**config.mk**
```make
export PLATFORM = sky130hd
export DESIGN_NAME = cpu_top
export DESIGN_NICKNAME = d
export VERILOG_FILES = /design/src/rtl/cpu_pkg.sv /design/src/rtl/alu.sv /design/src/rtl/control_unit.sv /design/src/rtl/cpu_top.sv /design/src/rtl/datapath.sv
export VERILOG_INCLUDE_DIRS = /design/src /design/src/rtl
export SDC_FILE = /design/constraint.sdc
export NUM_CORES = 1
export LEC_CHECK = 0
export ABC_AREA = 1
export BUFFER_PORTS_ARGS = -buffer_cell sky130_fd_sc_hd__buf_2
export CORE_MARGIN = 8
export CORE_UTILIZATION = 60
export DETAILED_ROUTE_END_ITERATION = 8
export GPL_TIMING_DRIVEN = 1
export HOLD_SLACK_MARGIN = 0.08
export PLACE_DENSITY = 0.79
export RECOVER_POWER = 100
export SLEW_MARGIN = 25
export SYNTH_ARGS = -nofsm -noshare
export SYNTH_HDL_FRONTEND = slang
export SYNTH_SLANG_ARGS = --single-unit
```
**constraint.sdc**
```tcl
create_clock -name clk -period 12.72 [get_ports clk]
set_input_delay 3.816 -clock clk [delete_from_list [all_inputs] [get_ports clk]]
set_output_delay 3.816 -clock clk [all_outputs]
set_load 0.05 [all_outputs]
```
**src/rtl/cpu_cfg.svh**
```systemverilog
`ifndef CPU_CFG_SVH
`define CPU_CFG_SVH

////////////////////
// word and register file sizing

`define CPU_WORD_W      16              // data and instruction width
`define CPU_REG_AW      3               // register index width
`define CPU_NUM_REGS    8               // general purpose registers

// program counter value after reset
`define CPU_RESET_PC    16'h0000

////////////////////
// bit positions inside the IND word, all higher bits read as zero

`define CPU_FLAG_C      0               // carry or borrow out
`define CPU_FLAG_Z      1               // zero result
`define CPU_FLAG_S      2               // sign of result
`define CPU_FLAG_O      3               // signed overflow

`endif

```
**src/rtl/cpu_pkg.sv**
```systemverilog
`default_nettype none

`include "cpu_cfg.svh"

package cpu_pkg;

    // ALU functions selected by the control unit
    typedef enum logic [3:0] {
        alu_adc  = 4'd0,                // left + right + carry
        alu_sbb1 = 4'd1,                // left - right - carry
        alu_sbb2 = 4'd2,                // right - left - carry
        alu_not  = 4'd3,
        alu_and  = 4'd4,
        alu_or   = 4'd5,
        alu_xor  = 4'd6,
        alu_shl  = 4'd7,                // shifts act on left only
        alu_shr  = 4'd8,
        alu_sar  = 4'd9
    } alu_op_e;

    // instruction word, msb first
    typedef struct packed {
        logic [6:0]             opcode; // class, imm, arith/store, operation
        logic                   d;      // direction bit
        logic [1:0]             mode;   // 11 = register operands
        logic [`CPU_REG_AW-1:0] reg_f;
        logic [`CPU_REG_AW-1:0] rm;
    } instr_t;

endpackage

`default_nettype wire

```
**src/rtl/alu.sv**
```systemverilog
`timescale 1ns/1ps
`default_nettype none

`include "cpu_cfg.svh"

module alu (
    input  logic [`CPU_WORD_W-1:0] left,
    input  logic [`CPU_WORD_W-1:0] right,
    input  cpu_pkg::alu_op_e       op,
    input  logic                   carry_in,
    output logic [`CPU_WORD_W-1:0] result,
    output logic [3:0]             flags_out
);
    import cpu_pkg::*;

    localparam int MSB = `CPU_WORD_W - 1;

    logic [`CPU_WORD_W:0] wide;         // extra bit holds carry/borrow
    logic [`CPU_WORD_W:0] cin_ext;
    logic                 carry;
    logic                 ovf;

    assign cin_ext = {{`CPU_WORD_W{1'b0}}, carry_in};

    always_comb begin
        wide   = '0;
        result = '0;
        carry  = 1'b0;
        ovf    = 1'b0;
        case (op)
            alu_adc: begin
                wide   = {1'b0, left} + {1'b0, right} + cin_ext;
                result = wide[MSB:0];
                carry  = wide[`CPU_WORD_W];
                ovf    = (left[MSB] == right[MSB]) && (result[MSB] != left[MSB]);
            end
            alu_sbb1: begin
                wide   = {1'b0, left} - {1'b0, right} - cin_ext;
                result = wide[MSB:0];
                carry  = wide[`CPU_WORD_W];                 // borrow
                ovf    = (left[MSB] != right[MSB]) && (result[MSB] != left[MSB]);
            end
            alu_sbb2: begin
                wide   = {1'b0, right} - {1'b0, left} - cin_ext;
                result = wide[MSB:0];
                carry  = wide[`CPU_WORD_W];
                ovf    = (right[MSB] != left[MSB]) && (result[MSB] != right[MSB]);
            end
            alu_not: result = ~left;
            alu_and: result = left & right;
            alu_or:  result = left | right;                 // also the move path
            alu_xor: result = left ^ right;
            alu_shl: begin
                result = {left[MSB-1:0], 1'b0};
                carry  = left[MSB];                         // bit shifted out
            end
            alu_shr: begin
                result = {1'b0, left[MSB:1]};
                carry  = left[0];
            end
            alu_sar: begin
                result = {left[MSB], left[MSB:1]};          // sign kept
                carry  = left[0];
            end
            default: ;
        endcase
    end

    always_comb begin
        flags_out              = '0;
        flags_out[`CPU_FLAG_C] = carry;
        flags_out[`CPU_FLAG_Z] = (result == '0);
        flags_out[`CPU_FLAG_S] = result[MSB];
        flags_out[`CPU_FLAG_O] = ovf;
    end

endmodule

`default_nettype wire

```
**src/rtl/control_unit.sv**
```systemverilog
`timescale 1ns/1ps
`default_nettype none

`include "cpu_cfg.svh"

module control_unit (
    input  logic                   clk,
    input  logic                   rst,
    input  cpu_pkg::instr_t        ri,
    input  logic [`CPU_WORD_W-1:0] ind,
    output cpu_pkg::alu_op_e       alu_op,
    output logic                   alu_carry,
    output logic                   alu_oe,
    output logic                   t1_oe,
    output logic                   t1_we,
    output logic                   t2_oe,
    output logic                   t2_we,
    output logic [`CPU_REG_AW-1:0] regs_addr,
    output logic                   regs_oe,
    output logic                   regs_we,
    output logic                   cp_oe,
    output logic                   cp_we,
    output logic                   am_oe,
    output logic                   am_we,
    output logic                   ram_oe,
    output logic                   ri_we,
    output logic                   ind_we
);
    import cpu_pkg::*;

    typedef enum logic [3:0] {
        st_reset, st_fetch_0, st_fetch_1, st_fetch_2, st_decode,
        st_load_src_reg, st_load_dst_reg, st_exec_1op, st_exec_2op,
        st_store_reg, st_inc_cp_0, st_inc_cp_1
    } state_e;

    state_e     state;
    state_e     state_next;
    state_e     exec_q;                             // execute state chosen at decode
    logic       dir_q;                              // latched direction bit
    logic       store_q;                            // result goes back to a register

    logic       two_op;
    logic       defined;
    logic [2:0] oper;

    assign two_op = ri.opcode[5];
    assign oper   = ri.opcode[2:0];

    // register mode, no immediate, and a known operation in its class
    assign defined = (ri.mode == 2'b11) && !ri.opcode[4] && (oper != 3'b111)
                     && (two_op || ri.opcode[3] || (oper == 3'b000));

    always_ff @(posedge clk) begin
        if (!rst) begin
            state   <= st_reset;
            exec_q  <= st_exec_1op;
            dir_q   <= 1'b0;
            store_q <= 1'b0;
        end else begin
            state <= state_next;
            if (state == st_decode) begin
                exec_q  <= two_op ? st_exec_2op : st_exec_1op;
                dir_q   <= (two_op || !ri.opcode[3]) ? ri.d : 1'b0;  // 1-op writes rm
                store_q <= !two_op || ri.opcode[3];
            end
        end
    end

    always_comb begin
        state_next = state;
        alu_op     = alu_adc;
        alu_carry  = 1'b0;
        alu_oe     = 1'b0;
        t1_oe      = 1'b0;
        t1_we      = 1'b0;
        t2_oe      = 1'b0;
        t2_we      = 1'b0;
        regs_addr  = '0;
        regs_oe    = 1'b0;
        regs_we    = 1'b0;
        cp_oe      = 1'b0;
        cp_we      = 1'b0;
        am_oe      = 1'b0;
        am_we      = 1'b0;
        ram_oe     = 1'b0;
        ri_we      = 1'b0;
        ind_we     = 1'b0;

        case (state)
            st_reset: state_next = st_fetch_0;

            ////////////////////
            // instruction fetch

            st_fetch_0: begin
                cp_oe      = 1'b1;                  // AM <= CP
                am_we      = 1'b1;
                state_next = st_fetch_1;
            end
            st_fetch_1: begin
                am_oe      = 1'b1;                  // memory read strobe
                state_next = st_fetch_2;
            end
            st_fetch_2: begin
                ram_oe     = 1'b1;
                ri_we      = 1'b1;
                state_next = st_decode;
            end
            st_decode: state_next = defined ? st_load_src_reg : st_inc_cp_0;

            ////////////////////
            // operands, execute, store

            st_load_src_reg: begin
                regs_addr  = dir_q ? ri.rm : ri.reg_f;
                regs_oe    = 1'b1;
                t2_we      = 1'b1;
                state_next = st_load_dst_reg;
            end
            st_load_dst_reg: begin
                regs_addr  = dir_q ? ri.reg_f : ri.rm;
                regs_oe    = 1'b1;
                t1_we      = 1'b1;
                state_next = exec_q;
            end
            st_exec_1op: begin
                if (ri.opcode[3]) begin
                    t1_oe  = 1'b1;
                    ind_we = 1'b1;
                    case (oper)
                        3'b000: begin               // INC
                            alu_op    = alu_adc;
                            alu_carry = 1'b1;
                        end
                        3'b001: begin               // DEC
                            alu_op    = alu_sbb1;
                            alu_carry = 1'b1;
                        end
                        3'b010:  alu_op = alu_sbb2; // NEG, 0 - T1
                        3'b011:  alu_op = alu_not;
                        3'b100:  alu_op = alu_shl;
                        3'b101:  alu_op = alu_shr;
                        default: alu_op = alu_sar;
                    endcase
                end else begin
                    t2_oe  = 1'b1;                  // MOV, source passes through
                    alu_op = alu_or;
                end
                alu_oe     = 1'b1;
                t1_we      = 1'b1;
                state_next = store_q ? st_store_reg : st_inc_cp_0;
            end
            st_exec_2op: begin
                t1_oe = 1'b1;
                t2_oe = 1'b1;
                case (oper)
                    3'b000:  alu_op = alu_adc;      // ADD
                    3'b001: begin                   // ADC
                        alu_op    = alu_adc;
                        alu_carry = ind[`CPU_FLAG_C];
                    end
                    3'b010:  alu_op = alu_sbb1;     // SUB / CMP
                    3'b011: begin                   // SBB
                        alu_op    = alu_sbb1;
                        alu_carry = ind[`CPU_FLAG_C];
                    end
                    3'b100:  alu_op = alu_and;      // AND / TEST
                    3'b101:  alu_op = alu_or;
                    default: alu_op = alu_xor;
                endcase
                alu_oe     = 1'b1;
                t1_we      = 1'b1;
                ind_we     = 1'b1;
                state_next = store_q ? st_store_reg : st_inc_cp_0;
            end
            st_store_reg: begin
                t1_oe      = 1'b1;
                alu_op     = alu_or;                // T1 | 0
                alu_oe     = 1'b1;
                regs_addr  = dir_q ? ri.reg_f : ri.rm;
                regs_we    = 1'b1;
                state_next = st_inc_cp_0;
            end

            ////////////////////
            // CP <= CP + 1 through T1 and the ALU

            st_inc_cp_0: begin
                cp_oe      = 1'b1;
                t1_we      = 1'b1;
                state_next = st_inc_cp_1;
            end
            st_inc_cp_1: begin
                t1_oe      = 1'b1;
                alu_op     = alu_adc;
                alu_carry  = 1'b1;
                alu_oe     = 1'b1;
                cp_we      = 1'b1;
                state_next = st_fetch_0;
            end
            default: state_next = st_reset;
        endcase
    end

endmodule

`default_nettype wire

```
**src/rtl/cpu_top.sv**
```systemverilog
`timescale 1ns/1ps
`default_nettype none

`include "cpu_cfg.svh"

module cpu_top (
    input  logic                   clk,
    input  logic                   rst,
    input  logic [`CPU_WORD_W-1:0] mem_rdata,
    output logic [`CPU_WORD_W-1:0] mem_addr,
    output logic                   mem_rd,
    output logic                   reg_wr,
    output logic [`CPU_REG_AW-1:0] reg_wr_addr,
    output logic [`CPU_WORD_W-1:0] reg_wr_data,
    output logic [`CPU_WORD_W-1:0] flags
);
    import cpu_pkg::*;

    alu_op_e                alu_op;
    instr_t                 ri;
    logic                   alu_carry, alu_oe;
    logic                   t1_oe, t1_we, t2_oe, t2_we;
    logic [`CPU_REG_AW-1:0] regs_addr;
    logic                   regs_oe, regs_we;
    logic                   cp_oe, cp_we, am_oe, am_we;
    logic                   ram_oe, ri_we, ind_we;

    assign mem_rd = am_oe;                          // read strobe is the AM output enable

    control_unit u_control_unit (
        .clk (clk), .rst (rst), .ri (ri), .ind (flags),
        .alu_op (alu_op), .alu_carry (alu_carry), .alu_oe (alu_oe),
        .t1_oe (t1_oe), .t1_we (t1_we), .t2_oe (t2_oe), .t2_we (t2_we),
        .regs_addr (regs_addr), .regs_oe (regs_oe), .regs_we (regs_we),
        .cp_oe (cp_oe), .cp_we (cp_we), .am_oe (am_oe), .am_we (am_we),
        .ram_oe (ram_oe), .ri_we (ri_we), .ind_we (ind_we)
    );

    datapath u_datapath (
        .clk (clk), .rst (rst),
        .alu_op (alu_op), .alu_carry (alu_carry), .alu_oe (alu_oe),
        .t1_oe (t1_oe), .t1_we (t1_we), .t2_oe (t2_oe), .t2_we (t2_we),
        .regs_addr (regs_addr), .regs_oe (regs_oe), .regs_we (regs_we),
        .cp_oe (cp_oe), .cp_we (cp_we), .am_oe (am_oe), .am_we (am_we),
        .ram_oe (ram_oe), .ri_we (ri_we), .ind_we (ind_we),
        .mem_rdata (mem_rdata), .mem_addr (mem_addr), .ri (ri), .ind (flags),
        .reg_wr (reg_wr), .reg_wr_addr (reg_wr_addr), .reg_wr_data (reg_wr_data)
    );

endmodule

`default_nettype wire

```
**src/rtl/datapath.sv**
```systemverilog
`timescale 1ns/1ps
`default_nettype none

`include "cpu_cfg.svh"

module datapath (
    input  logic                   clk,
    input  logic                   rst,
    input  cpu_pkg::alu_op_e       alu_op,
    input  logic                   alu_carry,
    input  logic                   alu_oe,
    input  logic                   t1_oe,
    input  logic                   t1_we,
    input  logic                   t2_oe,
    input  logic                   t2_we,
    input  logic [`CPU_REG_AW-1:0] regs_addr,
    input  logic                   regs_oe,
    input  logic                   regs_we,
    input  logic                   cp_oe,
    input  logic                   cp_we,
    input  logic                   am_oe,
    input  logic                   am_we,
    input  logic                   ram_oe,
    input  logic                   ri_we,
    input  logic                   ind_we,
    input  logic [`CPU_WORD_W-1:0] mem_rdata,
    output logic [`CPU_WORD_W-1:0] mem_addr,
    output cpu_pkg::instr_t        ri,
    output logic [`CPU_WORD_W-1:0] ind,
    output logic                   reg_wr,
    output logic [`CPU_REG_AW-1:0] reg_wr_addr,
    output logic [`CPU_WORD_W-1:0] reg_wr_data
);

    logic [`CPU_WORD_W-1:0] regs [`CPU_NUM_REGS];
    logic [`CPU_WORD_W-1:0] bus;
    logic [`CPU_WORD_W-1:0] t1;
    logic [`CPU_WORD_W-1:0] t2;
    logic [`CPU_WORD_W-1:0] am;
    logic [`CPU_WORD_W-1:0] cp;
    logic [`CPU_WORD_W-1:0] alu_left;
    logic [`CPU_WORD_W-1:0] alu_right;
    logic [`CPU_WORD_W-1:0] alu_result;
    logic [3:0]             alu_flags;

    assign alu_left  = t1_oe ? t1 : '0;             // disabled latch reads as zero
    assign alu_right = t2_oe ? t2 : '0;

    alu u_alu (
        .left      (alu_left),
        .right     (alu_right),
        .op        (alu_op),
        .carry_in  (alu_carry),
        .result    (alu_result),
        .flags_out (alu_flags)
    );

    ////////////////////
    // internal bus, one source per cycle

    always_comb begin
        if (regs_oe) begin
            bus = regs[regs_addr];
        end else if (cp_oe) begin
            bus = cp;
        end else if (ram_oe) begin
            bus = mem_rdata;                        // word requested last cycle
        end else if (alu_oe) begin
            bus = alu_result;
        end else begin
            bus = '0;
        end
    end

    ////////////////////
    // registers loaded from the bus

    always_ff @(posedge clk) begin
        if (!rst) begin
            for (int i = 0; i < `CPU_NUM_REGS; i++) begin
                regs[i] <= '0;
            end
            t1  <= '0;
            t2  <= '0;
            am  <= '0;
            cp  <= `CPU_RESET_PC;
            ri  <= '0;
            ind <= '0;
        end else begin
            if (regs_we) regs[regs_addr] <= bus;
            if (t1_we)   t1 <= bus;
            if (t2_we)   t2 <= bus;
            if (am_we)   am <= bus;
            if (cp_we)   cp <= bus;
            if (ri_we)   ri <= bus;
            if (ind_we)  ind <= {{(`CPU_WORD_W-4){1'b0}}, alu_flags};
        end
    end

    assign mem_addr = am_oe ? am : '0;              // valid with the read strobe

    // register file write port seen from outside
    assign reg_wr      = regs_we;
    assign reg_wr_addr = regs_addr;
    assign reg_wr_data = bus;

endmodule

`default_nettype wire

```
==> impl_results.md, run 1 <==
* YS warnings at 0
* Hold path endpoint: u_datapath.ri[7]$_SDFFE_PN0P_
* Fillers at 2235
* Initial antenna violation count at 0
* CTS Hold Buffers Added at 0
* Hold Crit Class: reg -> reg
* Post-route ant nets at 0
* Slew margin rel. at -98.3%
* Fmax at 97.7 MHz
* CTS resizes at 0
* Maxcap violations at 6
* Pin count of the biggest net entering global routing at 81
* Leak Pwr at 0.00810 µW
* Final period util at 80.5%
* Vias in the first global route at 13500
* Required @ worst endpoint at 8.90 ns
* Setup TNS at 0 ns
* Remaining DRCs at 0
* First-pass GRT wire length at 72600 µm
* Total wire length at 47100 µm
* Worst Path Max Fanout at 67
* Clock Latency Late Sink at 0.54 ns
* Seq/Total Area, Yosys at 37.8%
* RSZ-0062 raised after global routing: false
* Slowest cell on crit path: nor2_1
* Avg WL per Cell at 19.2 µm
* Root Driver: clkbuf_16
* Total CTS buffers at 23
* CTS sink count at 219
* Final setup viols at 0
* Failing checks: capacitance limit, slew limit
* Most numerous cell in the Yosys netlist: nand2_1
* Number of synthesized flops with an enable pin at 128
* Register area at 5670 µm²
* Post-CTS setup buffers at 0
* Synthesized flop and latch total at 219
* R2r endpoint: u_datapath.regs[3][11]$_SDFFCE_PN0P_
* Status: finished with violations
* Largest cells by area after synthesis: edfxtp_1 (26%), dfxtp_1 (12%), nand2_1 (11%)
* Post-synth top area cell: edfxtp_1
* Die Span X at 174 µm
* FP Rows at 58
* Crit-path cells: nand2_2 > nor2_1 > o211ai_1 > nand2_2 > buf_4 > clkinv_2 > o21ai_0 > o22ai_1 > o21ai_1 > nand4_1 > buf_2
* Fin. Hold Viols at 0
* Initial core utilization at 60.4%
* Nets@finish at 2214
* Total Routing Usage GR at 30.0%
* Syn_area_per_cell at 7.20 µm²
* Distinct cells, synth at 54
* GRT overflow at 0
* Clock slew at reported path FFs at 0.07 ns
* Critical path's largest stage delay at 1.42 ns
* Worst r2r path cells at 10
* P per Cell Area at 118 nW/µm²
* Avg Vias per Cell at 5.77
* Ys flop type: edfxtp_1
* Crit path kind: reg -> out
* Worst-Margin Slew at 2.97 ns
* Diodes inserted at 0
* R2R Setup Slk at 6.19 ns
* Die ar. at 30300 µm²
* Most used cell, CP: nand2_2
* Hold depth at 2
* R2R Path Start: u_control_unit.state[2]$_SDFF_PN0_
* Tmin final at 10.23 ns
* Fin. max-slew vios at 133
* CTS H-tree lvls at 1
* Cell count after synthesis at 2081
* Top-area cell type share of the netlist area at 25.6%
* Critical Path Start Type: flip-flop
* Synth top cells by count: nand2_1 (438), nor2_1 (313), inv_1 (312)
* Cell Area, Synth at 15000 µm²
* Layout cells sized above 1 at 7.55%
* Design Power at 1890 µW
* FFs w/ async S/R, synth at 0%
* Final HPWL DP at 34600 µm
* Die extent in y at 174 µm
* Arrival @ worst endpoint at 6.42 ns
* Hold_sp: u_datapath.ri[7]$_SDFFE_PN0P_
* Crit. End Element: output port
* Clock skew at 0.0252 ns
* Via count at 14100
* DR pass1 iterations at 6
* Io pins at 71
* Clock Path Buffers at 3
* Area grow syn2layout at 6.49%
* CTS tree: built
* VDD IR-drop max at 131 µV
* Core area at 24800 µm²
* Area of the multi-input gates at 7500 µm²
* Iter 0 DRT Violations at 1671
* Global placer's final weighted congestion at 1.02
* Number of port buffers at 58
cell type report:
type	instances	share of cell area (%)
clock buffers	30	3.97
clock inverters	12	0.800
inverters	336	7.93
multi-input cells	1444	47.0
flip-flops and latches	219	35.5
well taps	330	2.59
repair buffers	78	2.25
kinds of logic after synthesis:
family	Yosys count	synth area share, %
AOI/OAI and AO/OA	372	13.6
xor gates and xnor gates	12	0.701
adders and majority gates	94	8.15
buffers and inverters	429	12.1
and+or+nand+nor	954	27.7
other	1	0.0250
DFF	219	37.8
critical path, delay by kind of cell (launching register included):
family	cells	cell delay, ns
AO/OA/AOI/OAI	4	1.11
buffers and inverters	3	1.91
flip-flops	1	0.46
AND/OR/NAND/NOR	4	2.32
metal layers:
metal	wire, µm	part of all wire, %	vias to the layer above	GRT usage, %
met5	0	0	-	0
met2	22400	48	791	51.8
met4	2430	5.2	0	14.3
met3	4090	8.7	160	4.53
li1	-	-	6664	-
met1	18100	39	6509	36.2
stage by stage:
step	hold WS (ns)	utilization (%)	cells	setup slack [ns]	area [µm²]
global placement	0.450	61.8	2407	3.90	15300
detailed placement	0.459	61.9	2407	3.89	15400
floorplan	0.438	-	2092	4.53	15000
global route	0.489	64.3	2449	2.06	16000
finish	0.473	64.3	2449	2.49	16000
CTS	0.469	64.9	2449	3.84	16100
cells in the final DEF (no fill, tap or decap), drive strengths merged, types with 10 or more instances in the layout:
cell / count
nand2: 469
clkbuf: 69
edfxtp: 128
nor2: 340
dfxtp: 91
a21oi: 94
buf: 39
nand3: 91
conb: 12
o22ai: 30
nand4: 26
ha: 88
clkinv: 10
o21ai: 205
inv: 335
nor3: 16
registers in the layout (all words and copies together) (netlist names):
name	flops
u_control_unit.state	4
u_control_unit.exec_q	2
u_control_unit.dir_q	1
u_datapath.ind	4
u_datapath.cp	16
u_datapath.am	16
u_datapath.regs	128
u_control_unit.store_q	1
u_datapath.t2	16
u_datapath.ri	15
u_datapath.t1	16
where the power goes:
| group | switching [µW] | internal, µW | total [µW] | leakage, µW |
|---|---|---|---|---|
| sequential | 37.5 | 808 | 845 | 0.00206 |
| clock | 289 | 395 | 685 | 0.000372 |
| combinational | 276 | 81.6 | 357 | 0.00567 |
how the worst max path moves through the flow:
stage	cells after the start	from	endpoint
after floorplan	4	mem_rdata[5]	reg_wr_data[5]
after global placement	4	mem_rdata[13]	reg_wr_data[13]
after detailed placement	4	mem_rdata[13]	reg_wr_data[13]
after CTS	19	u_datapath.ri[12]$_SDFFE_PN0P_	reg_wr_data[14]
final	11	u_control_unit.state[2]$_SDFF_PN0_	reg_wr_data[9]
after global routing	11	u_control_unit.state[2]$_SDFF_PN0_	reg_wr_data[9]
Power figures use the tool's default switching activity.
==> run 2: changes to the inputs <==
- ABC_AREA: 1 -> 0
- clock period: 12.72 -> 10.1 ns (I/O delays scaled with it)
==> run 2 against run 1 <==
The run still ends with capacitance limit, slew limit left; synthesized cell count fell by 22%; flip-flop and latch count stayed put; cell area down 2.7%; critical path type unchanged; largest cell class unchanged; largest power group unchanged.
==> impl_results.md, run 2 <==
* Top-area cell type share of the netlist area at 26.9% (+1.3 points)
* Post-DP Area at 14800 µm² (-3.3%)
* Leak Pwr at 0.00620 µW (-23%)
* Total Routing Usage GR at 31.3% (+1.3 points)
* Fmax at 102 MHz
* Syn_area_per_cell at 8.81 µm² (+22%)
* Post-CTS setup buffers at 0 (unchanged)
* Clock network fraction of design power at 37.6% (+1.3 points)
* Ys flop type: edfxtp_1
* VDD IR-drop max at 195 µV (+48%)
* Total CTS buffers at 23 (unchanged)
* Clock skew at 0.0229 ns (-0.00226 ns)
* Crit-path cells: buf_4 > nand3b_1 > o22ai_2 > nand2_1 > fa_1 > ha_1 > nand4b_1 > o221ai_1 > o2111ai_1 > nand2_1 > xnor2_1 > o211ai_1 > nor3b_1 > a31oi_1 > o21bai_2 > clkbuf_1 > inv_1 > clkbuf_1
* Fin util at 66.3% (+2.0 points)
* Hold depth at 2 (unchanged)
* Avg Vias per Cell at 6.56 (+14%)
* Gate power share at 17.9% (-1.0 points)
* Clock Latency Late Sink at 0.54 ns (about the same)
* Arrival @ worst endpoint at 6.81 ns (+0.39 ns)
* Synthesized flop and latch total at 219 (unchanged)
* Critical path's largest stage delay at 0.80 ns (-0.62 ns)
* CTS resizes at 0 (unchanged)
* Largest cells by area after synthesis: edfxtp_1 (27%), dfxtp_1 (13%), ha_1 (7.7%)
* Fin area at 15500 µm² (-2.7%)
* YS warnings at 0 (unchanged)
* Fin. max-slew vios at 125 (-6.0%)
* Post-route ant nets at 0 (unchanged)
* Slew margin rel. at -155% (-57 points)
* Total wire length at 46100 µm (-2.2%)
* Area grow syn2layout at 8.75%
* Worst-Margin Slew at 3.83 ns (+0.853 ns)
* Hold path endpoint: u_datapath.ind[1]$_SDFFE_PN0P_
* Die ar. at 29000 µm² (-4.3%)
* Nets@finish at 1745 (-21%)
* Hold_sp: u_datapath.ind[1]$_SDFFE_PN0P_
* Tmin final at 9.84 ns
* Status: finished with violations
* RSZ-0062 raised after global routing: false
* Worst r2r path cells at 17 (+7)
* NetSw at 693 µW (+15%)
* Failing checks: capacitance limit, slew limit
* Fillers at 1995 (-11%)
* CTS H-tree lvls at 1 (unchanged)
* Via count at 12900 (-8.6%)
* GRT overflow at 0 (unchanged)
* Global placer's final weighted congestion at 1.06 (+4.0%)
* Clock slew at reported path FFs at 0.06 ns (about the same)
* Register with the most flip-flops: u_datapath.regs
* Seq/Total Area, Yosys at 39.7% (+1.9 points)
* Root Driver: clkbuf_16
* Slowest cell on crit path: nor3b_1
* Final period util at 97.5%
* Number of synthesized flops with an enable pin at 128 (unchanged)
* DR pass1 iterations at 8 (+2)
* Final HPWL DP at 32800 µm (-5.2%)
* Cell-internal power at 1600 µW (+24%)
* Worst Path Max Fanout at 24 (-64%)
* Critical Path Start Type: flip-flop
* Crit path kind: reg -> out
* Switching share of total power at 30.3% (-1.7 points)
* Io pins at 71 (unchanged)
* R2r endpoint: u_datapath.regs[7][13]$_SDFFCE_PN0P_
* Pin count of the biggest net entering global routing at 100 (+23%)
* CTS tree: built
* Die Span X at 170 µm (-2.2%)
* CTS sink count at 219 (unchanged)
* Cell Area, Synth at 14300 µm² (-4.7%)
* R2R Setup Slk at 3.81 ns (-2.38 ns)
* Layout cells sized above 1 at 7.70% (+0.15 points)
* R2R Path Start: u_control_unit.state[1]$_SDFF_PN0_
* Synth top cells by count: nor2_1 (179), nand2_1 (166), edfxtp_1 (128)
* Hold Crit Class: reg -> reg
* Initial core utilization at 61.0% (+0.62 points)
* Initial antenna violation count at 0 (unchanged)
* Remaining DRCs at 0 (unchanged)
* Post-synth top area cell: edfxtp_1
* FP Rows at 56 (-3.4%)
* P per Cell Area at 148 nW/µm² (+25%)
* Flop pwr share at 44.5% (-0.3 points)
* Diodes inserted at 0 (unchanged)
* First-pass GRT wire length at 70600 µm (-2.8%)
* FFs w/ async S/R, synth at 0% (unchanged)
* Core area at 23400 µm² (-5.7%)
* Commonest non-fill, non-tap cell in the layout: nor2_1
* Iter 0 DRT Violations at 1556 (-6.9%)
* Most frequent cells in the layout: nor2_1 (179), nand2_1 (166), edfxtp_1 (128), a21oi_1 (109), o21ai_0 (108)
* Vias in the first global route at 12300 (-8.3%)
* Final setup viols at 0 (unchanged)
* Number of port buffers at 58 (unchanged)
* Distinct cells, synth at 87 (+61%)
* Most numerous cell in the Yosys netlist: nor2_1
* Cell count after synthesis at 1621 (-22%)
* Max reg flops at 128 (unchanged)
* Crit. End Element: output port
* Required @ worst endpoint at 7.07 ns (-1.83 ns)
* Die extent in y at 170 µm (-2.2%)
* CTS Hold Buffers Added at 0 (unchanged)
* Maxcap violations at 2 (-4)
* Clock Path Buffers at 3 (unchanged)
* Setup TNS at 0 ns (unchanged)
* Avg WL per Cell at 23.4 µm (+22%)
* Fin. Hold Viols at 0 (unchanged)
-- run 2: worst max-delay path by stage --
stage	start	end	slack, ns	cells past startpoint
floorplan	u_control_unit.state[0]$_SDFF_PN0_	reg_wr_data[14]	2.30	21
global placement	u_control_unit.state[1]$_SDFF_PN0_	reg_wr_data[15]	1.27	18
detailed placement	u_control_unit.state[1]$_SDFF_PN0_	reg_wr_data[15]	1.27	19
CTS	u_control_unit.state[1]$_SDFF_PN0_	reg_wr_data[15]	0.72	19
global route	u_control_unit.state[1]$_SDFF_PN0_	reg_wr_data[8]	0.19	16
finish	u_control_unit.state[1]$_SDFF_PN0_	reg_wr_data[13]	0.26	18
-- run 2: cell families (layout without fill, tap and decap cells) --
kind of cell / after synthesis / after routing / synth area share, %
flip-flops: 219 / 219 / 39.7
AO/OA/AOI/OAI: 479 / 479 / 22.2
XOR/XNOR: 37 / 37 / 2.27
AND/OR/NAND/NOR: 538 / 538 / 17.8
other: 1 / 12 / 0.0263
adder cells (fa/ha/maj): 94 / 94 / 8.55
buffers and inverters: 210 / 228 / 6.26
multiplexers: 43 / 43 / 3.22
-- run 2: cell type report --
| cell class | instances | area [µm²] | share of cell area [%] |
|---|---|---|---|
| Timing Repair Buffer | 96 | 532 | 3.42 |
| Inverter | 90 | 338 | 2.18 |
| Sequential cell | 219 | 5670 | 36.5 |
| Multi-Input combinational cell | 1203 | 7820 | 50.3 |
| Clock buffer | 33 | 663 | 4.27 |
| Clock inverter | 9 | 113 | 0.725 |
| Tap cell | 319 | 399 | 2.57 |
-- run 2: stage by stage --
step	power (µW)	std cells	worst slack, ns	hold WS (ns)
global placement	1440	1925	1.27	0.434
global route	2370	1969	0.185	0.491
CTS	2290	1969	0.717	0.450
detailed placement	1440	1927	1.27	0.442
finish	2290	1969	0.256	0.457
floorplan	1320	1632	2.30	0.438
-- run 2: power by group through the flow --
stage	logic [µW]	clock network [µW]	registers (µW)
6_report	411	862	1020
5_1_grt	438	908	1020
4_1_cts	412	867	1020
3_5_place_dp	409	0	1040
3_3_place_gp	403	0	1030
2_1_floorplan	296	0	1020
-- run 2: critical path, delay by kind of cell, from the launching register on --
| kind | cells | cell delay, ns |
|---|---|---|
| adder cells (fa/ha/maj) | 2 | 0.86 |
| buffers and inverters | 4 | 1.16 |
| XOR/XNOR | 1 | 0.14 |
| AND/OR/NAND/NOR | 5 | 1.69 |
| flip-flops | 1 | 0.31 |
| AO/OA/AOI/OAI | 6 | 2.11 |
-- run 2: layer usage --
metal / part of all wire, % / GRT usage, % / up-vias / routed length [µm]
met3: 9.7 / 4.98 / 165 / 4470
met4: 5.1 / 15.7 / 0 / 2370
li1: - / - / 5832 / -
met5: 0 / 0 / - / 0
met2: 46 / 50.0 / 775 / 21200
met1: 39 / 40.6 / 6144 / 18000
